### src/design/enc_regs_pkg.sv
/*
 * encoder readout register map
 * addresses and read word of the channel register space
 */
package enc_regs_pkg;

    typedef logic [2:0] reg_addr_t;                         // 8 slots, 6 used
    typedef logic [31:0] rd_data_t;

    // --------------------
    // register addresses
    // --------------------
    localparam reg_addr_t ADDR_POSITION = 3'd0;             // signed position
    localparam reg_addr_t ADDR_PERIOD   = 3'd1;             // full cycle + ovf/dir flags
    localparam reg_addr_t ADDR_QUARTER1 = 3'd2;             // newest quarter
    localparam reg_addr_t ADDR_QUARTER5 = 3'd3;             // quarter four edges back
    localparam reg_addr_t ADDR_TCUR     = 3'd4;             // time since last edge
    localparam reg_addr_t ADDR_STATUS   = 3'd5;             // err count and dir

    // status word layout
    // err_cnt sits in the low byte
    localparam int STATUS_DIR_BIT = 8;

endpackage

### src/design/enc_types_pkg.sv
/*
 * encoder datapath types
 * widths, counter limits and filter length shared by the channel RTL
 */
package enc_types_pkg;

    // --------------------
    // cycle counters
    // --------------------
    localparam int CNT_WIDTH = 26;                          // running and latched counters
    typedef logic [CNT_WIDTH-1:0] cnt_t;
    localparam cnt_t CNT_OVERFLOW = '1;                     // saturated, or no measurement yet

    localparam int SUM_WIDTH = CNT_WIDTH + 2;               // room for four quarters
    typedef logic [SUM_WIDTH-1:0] sum_t;

    localparam int QTR_WIDTH = 24;                          // reported quarter count
    typedef logic [QTR_WIDTH-1:0] qtr_t;
    localparam qtr_t QTR_OVERFLOW = '1;

    // --------------------
    // output words
    // --------------------
    typedef logic signed [31:0] pos_t;                      // signed position count
    typedef logic [31:0] word_t;                            // period / quarter / t_cur word

    localparam int PERIOD_OVF_BIT = 31;                     // sum or running counter saturated
    localparam int PERIOD_DIR_BIT = 30;
    localparam int TCUR_OVF_BIT   = 26;                     // a queue entry still saturated
    localparam word_t PERIOD_INIT = word_t'(CNT_OVERFLOW) | (word_t'(1) << PERIOD_OVF_BIT);

    // edge encoding as seen on the a/b pair
    typedef enum logic [1:0] {
        a_up = 2'b00,
        b_up = 2'b01,
        a_dn = 2'b10,
        b_dn = 2'b11
    } edge_kind_t;

    // input glitch filter
    localparam int FILTER_LEN = 4;                          // stable samples before accept
    localparam int FILT_CNT_WIDTH = $clog2(FILTER_LEN);
    typedef logic [FILT_CNT_WIDTH-1:0] filt_cnt_t;

    typedef logic [7:0] err_cnt_t;                          // illegal transitions, saturating

endpackage

### src/design/enc_channel_top.sv
/*
 * encoder channel top
 * filter, decoder, period meter and readout for one quadrature channel
 */
`timescale 1ns/100ps

module enc_channel_top
    import enc_types_pkg::*;
    import enc_regs_pkg::*;
(
    input  logic      clk,
    input  logic      rst_n,
    input  logic      a,                                    // raw encoder lines
    input  logic      b,
    input  logic      rd_en,
    input  reg_addr_t addr,
    output rd_data_t  rd_data
);

    logic     a_filt;
    logic     b_filt;
    logic     edge_stb;
    logic     dir;
    pos_t     position;
    err_cnt_t err_cnt;
    word_t    period;
    word_t    quarter1;
    word_t    quarter5;
    word_t    t_cur;

    // --------------------
    // front end
    // --------------------
    enc_input_filter filt_i (
        .clk    (clk),
        .rst_n  (rst_n),
        .a      (a),
        .b      (b),
        .a_filt (a_filt),
        .b_filt (b_filt)
    );

    enc_quad_decoder dec_i (
        .clk       (clk),
        .rst_n     (rst_n),
        .a_filt    (a_filt),
        .b_filt    (b_filt),
        .edge_stb  (edge_stb),
        .edge_kind (),                                      // not mapped in the register space
        .dir       (dir),
        .position  (position),
        .err_cnt   (err_cnt)
    );

    // --------------------
    // measurement and readout
    // --------------------
    enc_period_quad per_i (
        .clk      (clk),
        .rst_n    (rst_n),
        .edge_stb (edge_stb),
        .dir      (dir),
        .period   (period),
        .quarter1 (quarter1),
        .quarter5 (quarter5),
        .t_cur    (t_cur)
    );

    enc_readout rd_i (
        .clk      (clk),
        .rst_n    (rst_n),
        .rd_en    (rd_en),
        .addr     (addr),
        .position (position),
        .period   (period),
        .quarter1 (quarter1),
        .quarter5 (quarter5),
        .t_cur    (t_cur),
        .err_cnt  (err_cnt),
        .dir      (dir),
        .rd_data  (rd_data)
    );

endmodule

### src/design/enc_input_filter.sv
/*
 * encoder input filter
 * two-flop synchronizer and per-line stability filter for lines a and b
 */
`timescale 1ns/100ps

module enc_input_filter
    import enc_types_pkg::*;
(
    input  logic clk,
    input  logic rst_n,
    input  logic a,                                         // raw encoder line a
    input  logic b,                                         // raw encoder line b
    output logic a_filt,
    output logic b_filt
);

    logic [1:0] raw;                                        // [1] = a, [0] = b
    logic [1:0] sync1;
    logic [1:0] sync2;
    logic [1:0] filt;
    filt_cnt_t  stab_cnt [2];                               // samples differing from filt

    assign raw    = {a, b};
    assign a_filt = filt[1];
    assign b_filt = filt[0];

    always_ff @(posedge clk or negedge rst_n) begin
        if (!rst_n) begin
            sync1 <= '0;
            sync2 <= '0;
            filt  <= '0;
            for (int i = 0; i < 2; i++) begin
                stab_cnt[i] <= '0;
            end
        end else begin
            sync1 <= raw;
            sync2 <= sync1;
            for (int i = 0; i < 2; i++) begin
                if (sync2[i] == filt[i]) begin
                    stab_cnt[i] <= '0;                      // glitch gone, start over
                end else if (stab_cnt[i] == filt_cnt_t'(FILTER_LEN - 1)) begin
                    filt[i]     <= sync2[i];                // FILTER_LEN equal samples seen
                    stab_cnt[i] <= '0;
                end else begin
                    stab_cnt[i] <= stab_cnt[i] + 1'b1;
                end
            end
        end
    end

    // a filtered line only moves after FILTER_LEN synchronized samples at the new level
    for (genvar g = 0; g < 2; g++) begin : g_filt_chk
        for (genvar k = 1; k <= FILTER_LEN; k++) begin : g_win
            filt_settled_a : assert property (@(posedge clk) disable iff (!rst_n)
                $changed(filt[g]) |-> $past(sync2[g], k) == filt[g])
                else $error("line %0d filtered before %0d stable samples", g, FILTER_LEN);
        end
    end

endmodule

### src/design/enc_period_quad.sv
/*
 * encoder period meter
 * counts clock cycles between edge strobes, keeps a queue of quarter counts
 * and reports full period, newest quarter, quarter four edges back and t_cur
 */
`timescale 1ns/100ps

module enc_period_quad
    import enc_types_pkg::*;
(
    input  logic  clk,
    input  logic  rst_n,
    input  logic  edge_stb,                                 // from the decoder
    input  logic  dir,
    output word_t period,                                   // [31] ovf, [30] dir, [25:0] cycles
    output word_t quarter1,                                 // [23:0] newest quarter
    output word_t quarter5,                                 // [23:0] quarter four edges back
    output word_t t_cur                                     // [26] queue ovf, [25:0] running
);

    // queue layout
    //   run_cnt    free running count since last edge
    //   qtr_q[1]   newest latched quarter
    //   qtr_q[4]   oldest latched quarter
    cnt_t  run_cnt;
    cnt_t  qtr_q [1:4];

    sum_t  sum4;                                            // running + three newest latched
    logic  sum_sat;
    logic  run_sat;
    logic  latch_ovf;
    word_t period_nxt;

    // clip a counter to the reported quarter width
    function automatic qtr_t clip_qtr(input cnt_t v);
        if (v > cnt_t'(QTR_OVERFLOW)) begin
            return QTR_OVERFLOW;
        end
        return v[QTR_WIDTH-1:0];
    endfunction

    // --------------------
    // combinational view
    // --------------------
    // run_cnt becomes the newest quarter on this edge so it joins the sum
    assign sum4 = sum_t'(run_cnt) + sum_t'(qtr_q[1]) + sum_t'(qtr_q[2]) + sum_t'(qtr_q[3]);
    assign sum_sat = (sum4 > sum_t'(CNT_OVERFLOW));
    assign run_sat = (run_cnt == CNT_OVERFLOW);

    assign latch_ovf = (qtr_q[1] == CNT_OVERFLOW) || (qtr_q[2] == CNT_OVERFLOW) ||
                       (qtr_q[3] == CNT_OVERFLOW) || (qtr_q[4] == CNT_OVERFLOW);

    always_comb begin
        period_nxt = sum_sat ? word_t'(CNT_OVERFLOW) : word_t'(sum4);
        period_nxt[PERIOD_OVF_BIT] = sum_sat | run_sat;
        period_nxt[PERIOD_DIR_BIT] = dir;
    end

    always_comb begin
        t_cur = word_t'(run_cnt);                           // upper bits stay zero
        t_cur[TCUR_OVF_BIT] = latch_ovf;
    end

    // --------------------
    // queue and outputs
    // --------------------
    always_ff @(posedge clk or negedge rst_n) begin
        if (!rst_n) begin
            run_cnt  <= CNT_OVERFLOW;                       // no measurement yet
            for (int i = 1; i <= 4; i++) begin
                qtr_q[i] <= CNT_OVERFLOW;
            end
            period   <= PERIOD_INIT;
            quarter1 <= '0;
            quarter5 <= '0;
        end else if (edge_stb) begin
            run_cnt  <= cnt_t'(1);                          // the strobe cycle counts as one
            qtr_q[1] <= run_cnt;
            qtr_q[2] <= qtr_q[1];
            qtr_q[3] <= qtr_q[2];
            qtr_q[4] <= qtr_q[3];
            period   <= period_nxt;
            quarter1 <= word_t'(clip_qtr(run_cnt));
            quarter5 <= word_t'(clip_qtr(qtr_q[4]));        // shifted out, four edges old
        end else if (!run_sat) begin
            run_cnt  <= run_cnt + 1'b1;
        end else begin
            period[PERIOD_OVF_BIT] <= 1'b1;                 // encoder too slow, flag it
        end
    end

    // between strobes the running count only climbs and sticks at the limit
    run_no_wrap_a : assert property (@(posedge clk) disable iff (!rst_n)
        !edge_stb |=> run_cnt >= $past(run_cnt))
        else $error("running counter wrapped past CNT_OVERFLOW");

endmodule

### src/design/enc_quad_decoder.sv
/*
 * quadrature decoder
 * turns filtered a/b transitions into position, direction, edge strobe
 * and a saturating count of illegal double transitions
 */
`timescale 1ns/100ps

module enc_quad_decoder
    import enc_types_pkg::*;
(
    input  logic       clk,
    input  logic       rst_n,
    input  logic       a_filt,
    input  logic       b_filt,
    output logic       edge_stb,                            // one cycle per legal edge
    output edge_kind_t edge_kind,                           // most recent edge
    output logic       dir,                                 // 1 = counting up (b leads)
    output pos_t       position,
    output err_cnt_t   err_cnt
);

    logic [1:0] cur;                                        // {a, b} now
    logic [1:0] prev;                                       // {a, b} one cycle back
    logic [1:0] diff;
    logic       fwd;                                        // step direction of this edge
    edge_kind_t kind;

    assign cur  = {a_filt, b_filt};
    assign diff = cur ^ prev;

    // --------------------
    // edge classification
    // --------------------
    // forward gray order is 00 -> 01 -> 11 -> 10 -> 00
    always_comb begin
        if (diff[1]) begin
            fwd  = (cur[1] == cur[0]);                      // a caught up with b
            kind = cur[1] ? a_up : a_dn;
        end else begin
            fwd  = (cur[1] != cur[0]);                      // b moved away from a
            kind = cur[0] ? b_up : b_dn;
        end
    end

    // --------------------
    // state update
    // --------------------
    always_ff @(posedge clk or negedge rst_n) begin
        if (!rst_n) begin
            prev      <= '0;
            edge_stb  <= 1'b0;
            edge_kind <= a_up;
            dir       <= 1'b0;
            position  <= '0;
            err_cnt   <= '0;
        end else begin
            prev     <= cur;
            edge_stb <= 1'b0;
            case (diff)
                2'b10, 2'b01: begin                         // single line moved
                    edge_stb  <= 1'b1;
                    edge_kind <= kind;
                    dir       <= fwd;
                    position  <= fwd ? position + pos_t'(1) : position - pos_t'(1);
                end
                2'b11: begin                                // both lines at once, illegal
                    if (err_cnt != '1) begin
                        err_cnt <= err_cnt + 1'b1;
                    end
                end
                default: ;                                  // no change
            endcase
        end
    end

    // the filter window keeps legal edges at least a cycle apart
    stb_single_a : assert property (@(posedge clk) disable iff (!rst_n)
        edge_stb |=> !edge_stb)
        else $error("edge_stb high on two consecutive cycles");

endmodule

### src/design/enc_readout.sv
/*
 * encoder readout
 * registered read mux over the channel measurements, packs the status word
 */
`timescale 1ns/100ps

module enc_readout
    import enc_types_pkg::*;
    import enc_regs_pkg::*;
(
    input  logic      clk,
    input  logic      rst_n,
    input  logic      rd_en,                                // read strobe from host side
    input  reg_addr_t addr,
    input  pos_t      position,
    input  word_t     period,
    input  word_t     quarter1,
    input  word_t     quarter5,
    input  word_t     t_cur,
    input  err_cnt_t  err_cnt,
    input  logic      dir,
    output rd_data_t  rd_data                               // valid the cycle after rd_en
);

    rd_data_t status_word;

    // --------------------
    // status packing
    // --------------------
    always_comb begin
        status_word = '0;
        status_word[$bits(err_cnt_t)-1:0] = err_cnt;        // low byte
        status_word[STATUS_DIR_BIT] = dir;
    end

    // --------------------
    // read register
    // --------------------
    always_ff @(posedge clk or negedge rst_n) begin
        if (!rst_n) begin
            rd_data <= '0;
        end else if (rd_en) begin
            case (addr)
                ADDR_POSITION: rd_data <= rd_data_t'(position);
                ADDR_PERIOD:   rd_data <= rd_data_t'(period);
                ADDR_QUARTER1: rd_data <= rd_data_t'(quarter1);
                ADDR_QUARTER5: rd_data <= rd_data_t'(quarter5);
                ADDR_TCUR:     rd_data <= rd_data_t'(t_cur);
                ADDR_STATUS:   rd_data <= status_word;
                default:       rd_data <= '0;               // unmapped slots
            endcase
        end
    end

endmodule

### config.mk
export PLATFORM = sky130hd
export DESIGN_NAME = enc_channel_top
export DESIGN_NICKNAME = d
export VERILOG_FILES = /design/src/design/enc_regs_pkg.sv /design/src/design/enc_types_pkg.sv /design/src/design/enc_channel_top.sv /design/src/design/enc_input_filter.sv /design/src/design/enc_period_quad.sv /design/src/design/enc_quad_decoder.sv /design/src/design/enc_readout.sv
export SDC_FILE = /design/constraint.sdc
export NUM_CORES = 1
export LEC_CHECK = 0
export BUFFER_PORTS_ARGS = -buffer_cell sky130_fd_sc_hd__buf_2
export CORE_MARGIN = 5
export CORE_UTILIZATION = 64
export DETAILED_ROUTE_END_ITERATION = 12
export PLACE_DENSITY = 0.81
export SYNTH_ARGS = -nofsm -noshare
export SYNTH_HDL_FRONTEND = slang
export SYNTH_SLANG_ARGS = --single-unit
### constraint.sdc
create_clock -name clk -period 6.4 [get_ports clk]
set_clock_uncertainty 0.1 [all_clocks]
set_input_delay 0.64 -clock clk [delete_from_list [all_inputs] [get_ports clk]]
set_output_delay 0.64 -clock clk [all_outputs]
set_load 0.02 [all_outputs]
==> flow_summary.json <==
{
  "outcome": "finished, final reports clean",
  "crit_path_max_fanout": 27,
  "fin_nets": 1886,
  "pin_count": 40,
  "timing.final.crit_share": 0.963,
  "critical_path.slowest_cell": "mux2i_4",
  "detail_route.drc_violations": 0,
  "die_w_um": 175,
  "floorplan.core_area_um2": 27000,
  "regToRegStartpoint": "per_i.run_cnt[6]$_DFFE_PN1P_",
  "yosysWarningCount": 0,
  "number_of_vias_per_cell_after_detailed_routing": 6.41,
  "drv.max_cap_violation_count": 0,
  "grt_setup_unrepaired": "no",
  "cp_data_required_time_ns": 6.80,
  "critical_path.top_delay_family": "compound AO/OA/AOI/OAI gates",
  "cts.sink_count": 294,
  "post_synth_main_area_contributors": "dfstp_2 (24%), dfrtp_1 (20%), ha_1 (6.2%)",
  "worst-slew-pin-transition_ns": 1.19,
  "synth.lib_cells_used.distinct": 77,
  "drt_pass1_iterations": 6,
  "first_global_vias": 13300,
  "global_placement_routability_congestion": 1.02,
  "worst_r2r_path_depth": 18,
  "cp_cell_sequence": "ha_1 -> a2111oi_0 -> o21ai_1 -> a41oi_1 -> o21ai_1 -> a31o_1 -> a21oi_1 -> xor2_1 -> fa_1 -> inv_1 -> ha_1 -> and3_1 -> and2_1 -> a211o_1 -> a31oi_4 -> o21ai_2 -> mux2i_4 -> o22a_1",
  "timing.reg2reg.setup_slack_ns": 0.24,
  "synth_most_common_cell": "dfstp_2",
  "initial_utilization": 0.650,
  "grt-busiest-layer": "met2",
  "timing.hold.worst.start": "a",
  "postSynthCellCount": 1754,
  "setup-tns-final_ns": 0,
  "fin_worst_hold_slack_ns": 0.0801,
  "post_synthesis_cell_area_um2": 17500,
  "final_cells": 2128,
  "clk_latency_ns": 0.56,
  "place_ws_ns": 0.409,
  "antenna_found_initial": 0,
  "synth_ff_type": "dfstp_2",
  "buffer_ports.inserted": 39,
  "numCtsBuffers": 31,
  "timing.max_slew.rel_slack": 0.188,
  "drive_gt1_frac": 0.195,
  "worstPathBufferInverterCount": 1,
  "power_dens_cells_nw_per_um2": 504,
  "critical_path.startpoint_type": "register",
  "grt_util_met2": 0.465,
  "arr_time_crit_path_ns": 6.56,
  "timing.fmax_mhz": 162,
  "ys_top_cells_by_count": "dfstp_2 (157), inv_1 (153), dfrtp_1 (137), nand2_1 (135), nor2_1 (123)",
  "peakVddDrop_mv": 0.440,
  "numPlacedInstances": 2069,
  "post_synth_net_total": 1878,
  "synth.yosys.seq_area_share": 0.431,
  "clock_path_buffers": 3,
  "initialDrtViolationCount": 1510,
  "synthDominantCellAreaShare": 0.235,
  "finalSetupViolCount": 0,
  "final_worst_slack_ns": 0.239,
  "worst_setup_hold_path_clk_slew_ns": 0.07,
  "fillers": 1969,
  "finalMaxSlewViolations": 0,
  "avgSynthCellArea_um2": 9.99,
  "grt_max_degree": 152,
  "final_cell_area_um2": 19100,
  "placement_rows": 60,
  "tritoncts": "done",
  "finalCoreUtilization": 0.708,
  "static-leakage-power_nw": 8.58,
  "cts-resized-gates": 0,
  "grtUsageMet1": 0.430,
  "placed_cell_area_um2": 17900,
  "worst_hold_path_type": "in -> reg",
  "synth_async_sr_flop_share": 1.00,
  "wl_mm": 45.1,
  "dr_total_vias": 13600,
  "critical-path-max-stage-delay_ns": 0.83,
  "die_h_um": 175,
  "die_area_um2": 30800,
  "dpl.hpwl_mm": 32.4,
  "syn2layout_area_growth_pct": 8.83,
  "post_synth_edffs": 0,
  "path_class": "reg -> reg",
  "route.antenna.remaining_nets": 0,
  "htreeDepth": 1,
  "worst_hold_path.endpoint": "filt_i.sync1[1]$_DFF_PN0_",
  "synth_top_cell_by_area": "dfstp_2",
  "worstSetupEndpointType": "register",
  "timing.hold.worst_path_depth": 1,
  "gr-usage-met3": 0.0476,
  "timing.final.hold_violations": 0,
  "grt_overflow_total": 0,
  "cts-root-buf": "clkbuf_16",
  "p_total_mw": 9.62,
  "critical_path.reg2reg.endpoint": "per_i.period[15]$_DFFE_PN1P_",
  "min_period_ns": 6.16,
  "diodes": 0,
  "post_drt_wl_per_cell_um": 21.2,
  "post-cts-setup-buffer-count": 0,
  "global_route_wire_length_before_repair_mm": 73.0,
  "grt_usage": 0.294,
  "synth.ff_latch_count": 294
}
[logic make-up after synthesis]
kind of cell	share of synthesized area
AO/OA/AOI/OAI	0.163
XOR/XNOR	0.0510
adder cells (fa/ha/maj)	0.0953
buffers and inverters	0.0503
flip-flops	0.431
multiplexers	0.0722
AND/OR/NAND/NOR	0.137
[how the worst max path moves through the flow]
stage                                      start                           end  slack, ns  cells after the start
floorplan           per_i.run_cnt[6]$_DFFE_PN1P_  per_i.period[10]$_DFFE_PN1P_       1.32                     20
global placement    per_i.run_cnt[6]$_DFFE_PN1P_   per_i.period[2]$_DFFE_PN1P_       0.48                     18
detailed placement  per_i.run_cnt[6]$_DFFE_PN1P_  per_i.period[15]$_DFFE_PN1P_       0.41                     18
CTS                 per_i.run_cnt[6]$_DFFE_PN1P_  per_i.period[15]$_DFFE_PN1P_       0.32                     18
global route        per_i.run_cnt[6]$_DFFE_PN1P_  per_i.period[15]$_DFFE_PN1P_       0.02                     19
finish              per_i.run_cnt[6]$_DFFE_PN1P_  per_i.period[15]$_DFFE_PN1P_       0.24                     18
[cell type report]
| cell class | instances | area (um^2) | area share |
|---|---|---|---|
| multi-input combinational | 1230 | 9080 | 0.476 |
| sequential | 294 | 7560 | 0.396 |
| clock buffer | 44 | 908 | 0.0476 |
| inverter | 155 | 582 | 0.0305 |
| tap | 341 | 427 | 0.0224 |
| timing repair buffer | 50 | 303 | 0.0159 |
| clock inverter | 14 | 206 | 0.0108 |
[cells in the final DEF (no fill, tap or decap), types with 8 or more instances in the layout]
cell type and count:
dfstp_2 157, inv_1 153, dfrtp_1 136, nand2_1 135, nor2_1 123, o21ai_0 114, a21oi_1 95, ha_1 87
mux2_2 61, xor2_1 53, o22a_1 50, xnor2_1 49, nand3_1 48, a21o_1 41, nand4_1 39, buf_2 38
nand2b_1 37, clkbuf_16 34, fa_1 29, nor2b_1 21, a221oi_1 21, mux4_2 18, nor3_1 16, mux2i_1 15
and3_1 14, o21a_1 13, and4_1 10, o21ai_1 9, a211oi_1 9, nor4_1 9, o21bai_1 9, buf_4 9
clkbuf_1 8
[repair_timing]
| item | in CTS | in global routing |
|---|---|---|
| hold buffers | 1 | 0 |
| endpoints found under the hold margin | 66 | 0 |
| setup endpoints to repair | 0 | 0 |
[worst reg2reg max path, cell delays in order, from the launching register on]
cell and delay [ns]:
dfstp_2 0.59, ha_1 0.32, a2111oi_0 0.44, o21ai_1 0.15, a41oi_1 0.44, o21ai_1 0.22
a31o_1 0.27, a21oi_1 0.32, xor2_1 0.13, fa_1 0.50, inv_1 0.04, ha_1 0.37
and3_1 0.24, and2_1 0.16, a211o_1 0.32, a31oi_4 0.25, o21ai_2 0.10, mux2i_4 0.83
o22a_1 0.31
[sequential cells by signal, summed over array words and instances, names as in the netlist, 4 cells and up]
signal / flops
dec_i.err_cnt: 8
dec_i.position: 32
filt_i.stab_cnt: 4
per_i.period: 30
per_i.qtr_q: 104
per_i.quarter1: 24
per_i.quarter5: 24
per_i.run_cnt: 26
rd_i.rd_data: 32
[layer usage]
| metal | share of wire | up-vias |
|---|---|---|
| met1 | 0.43 | 6738 |
| met3 | 0.084 | 91 |
| met5 | 0 | - |
| li1 | - | 6255 |
| met4 | 0.025 | 0 |
| met2 | 0.46 | 565 |
[report_power, final]
group	switching, mW	total [mW]	leakage (nW)	internal [mW]
Combinational	2.73	4.86	4.69	2.14
Clock	0.761	1.95	0.550	1.19
Sequential	0.379	2.80	3.34	2.42
Power figures use the tool's default switching activity.
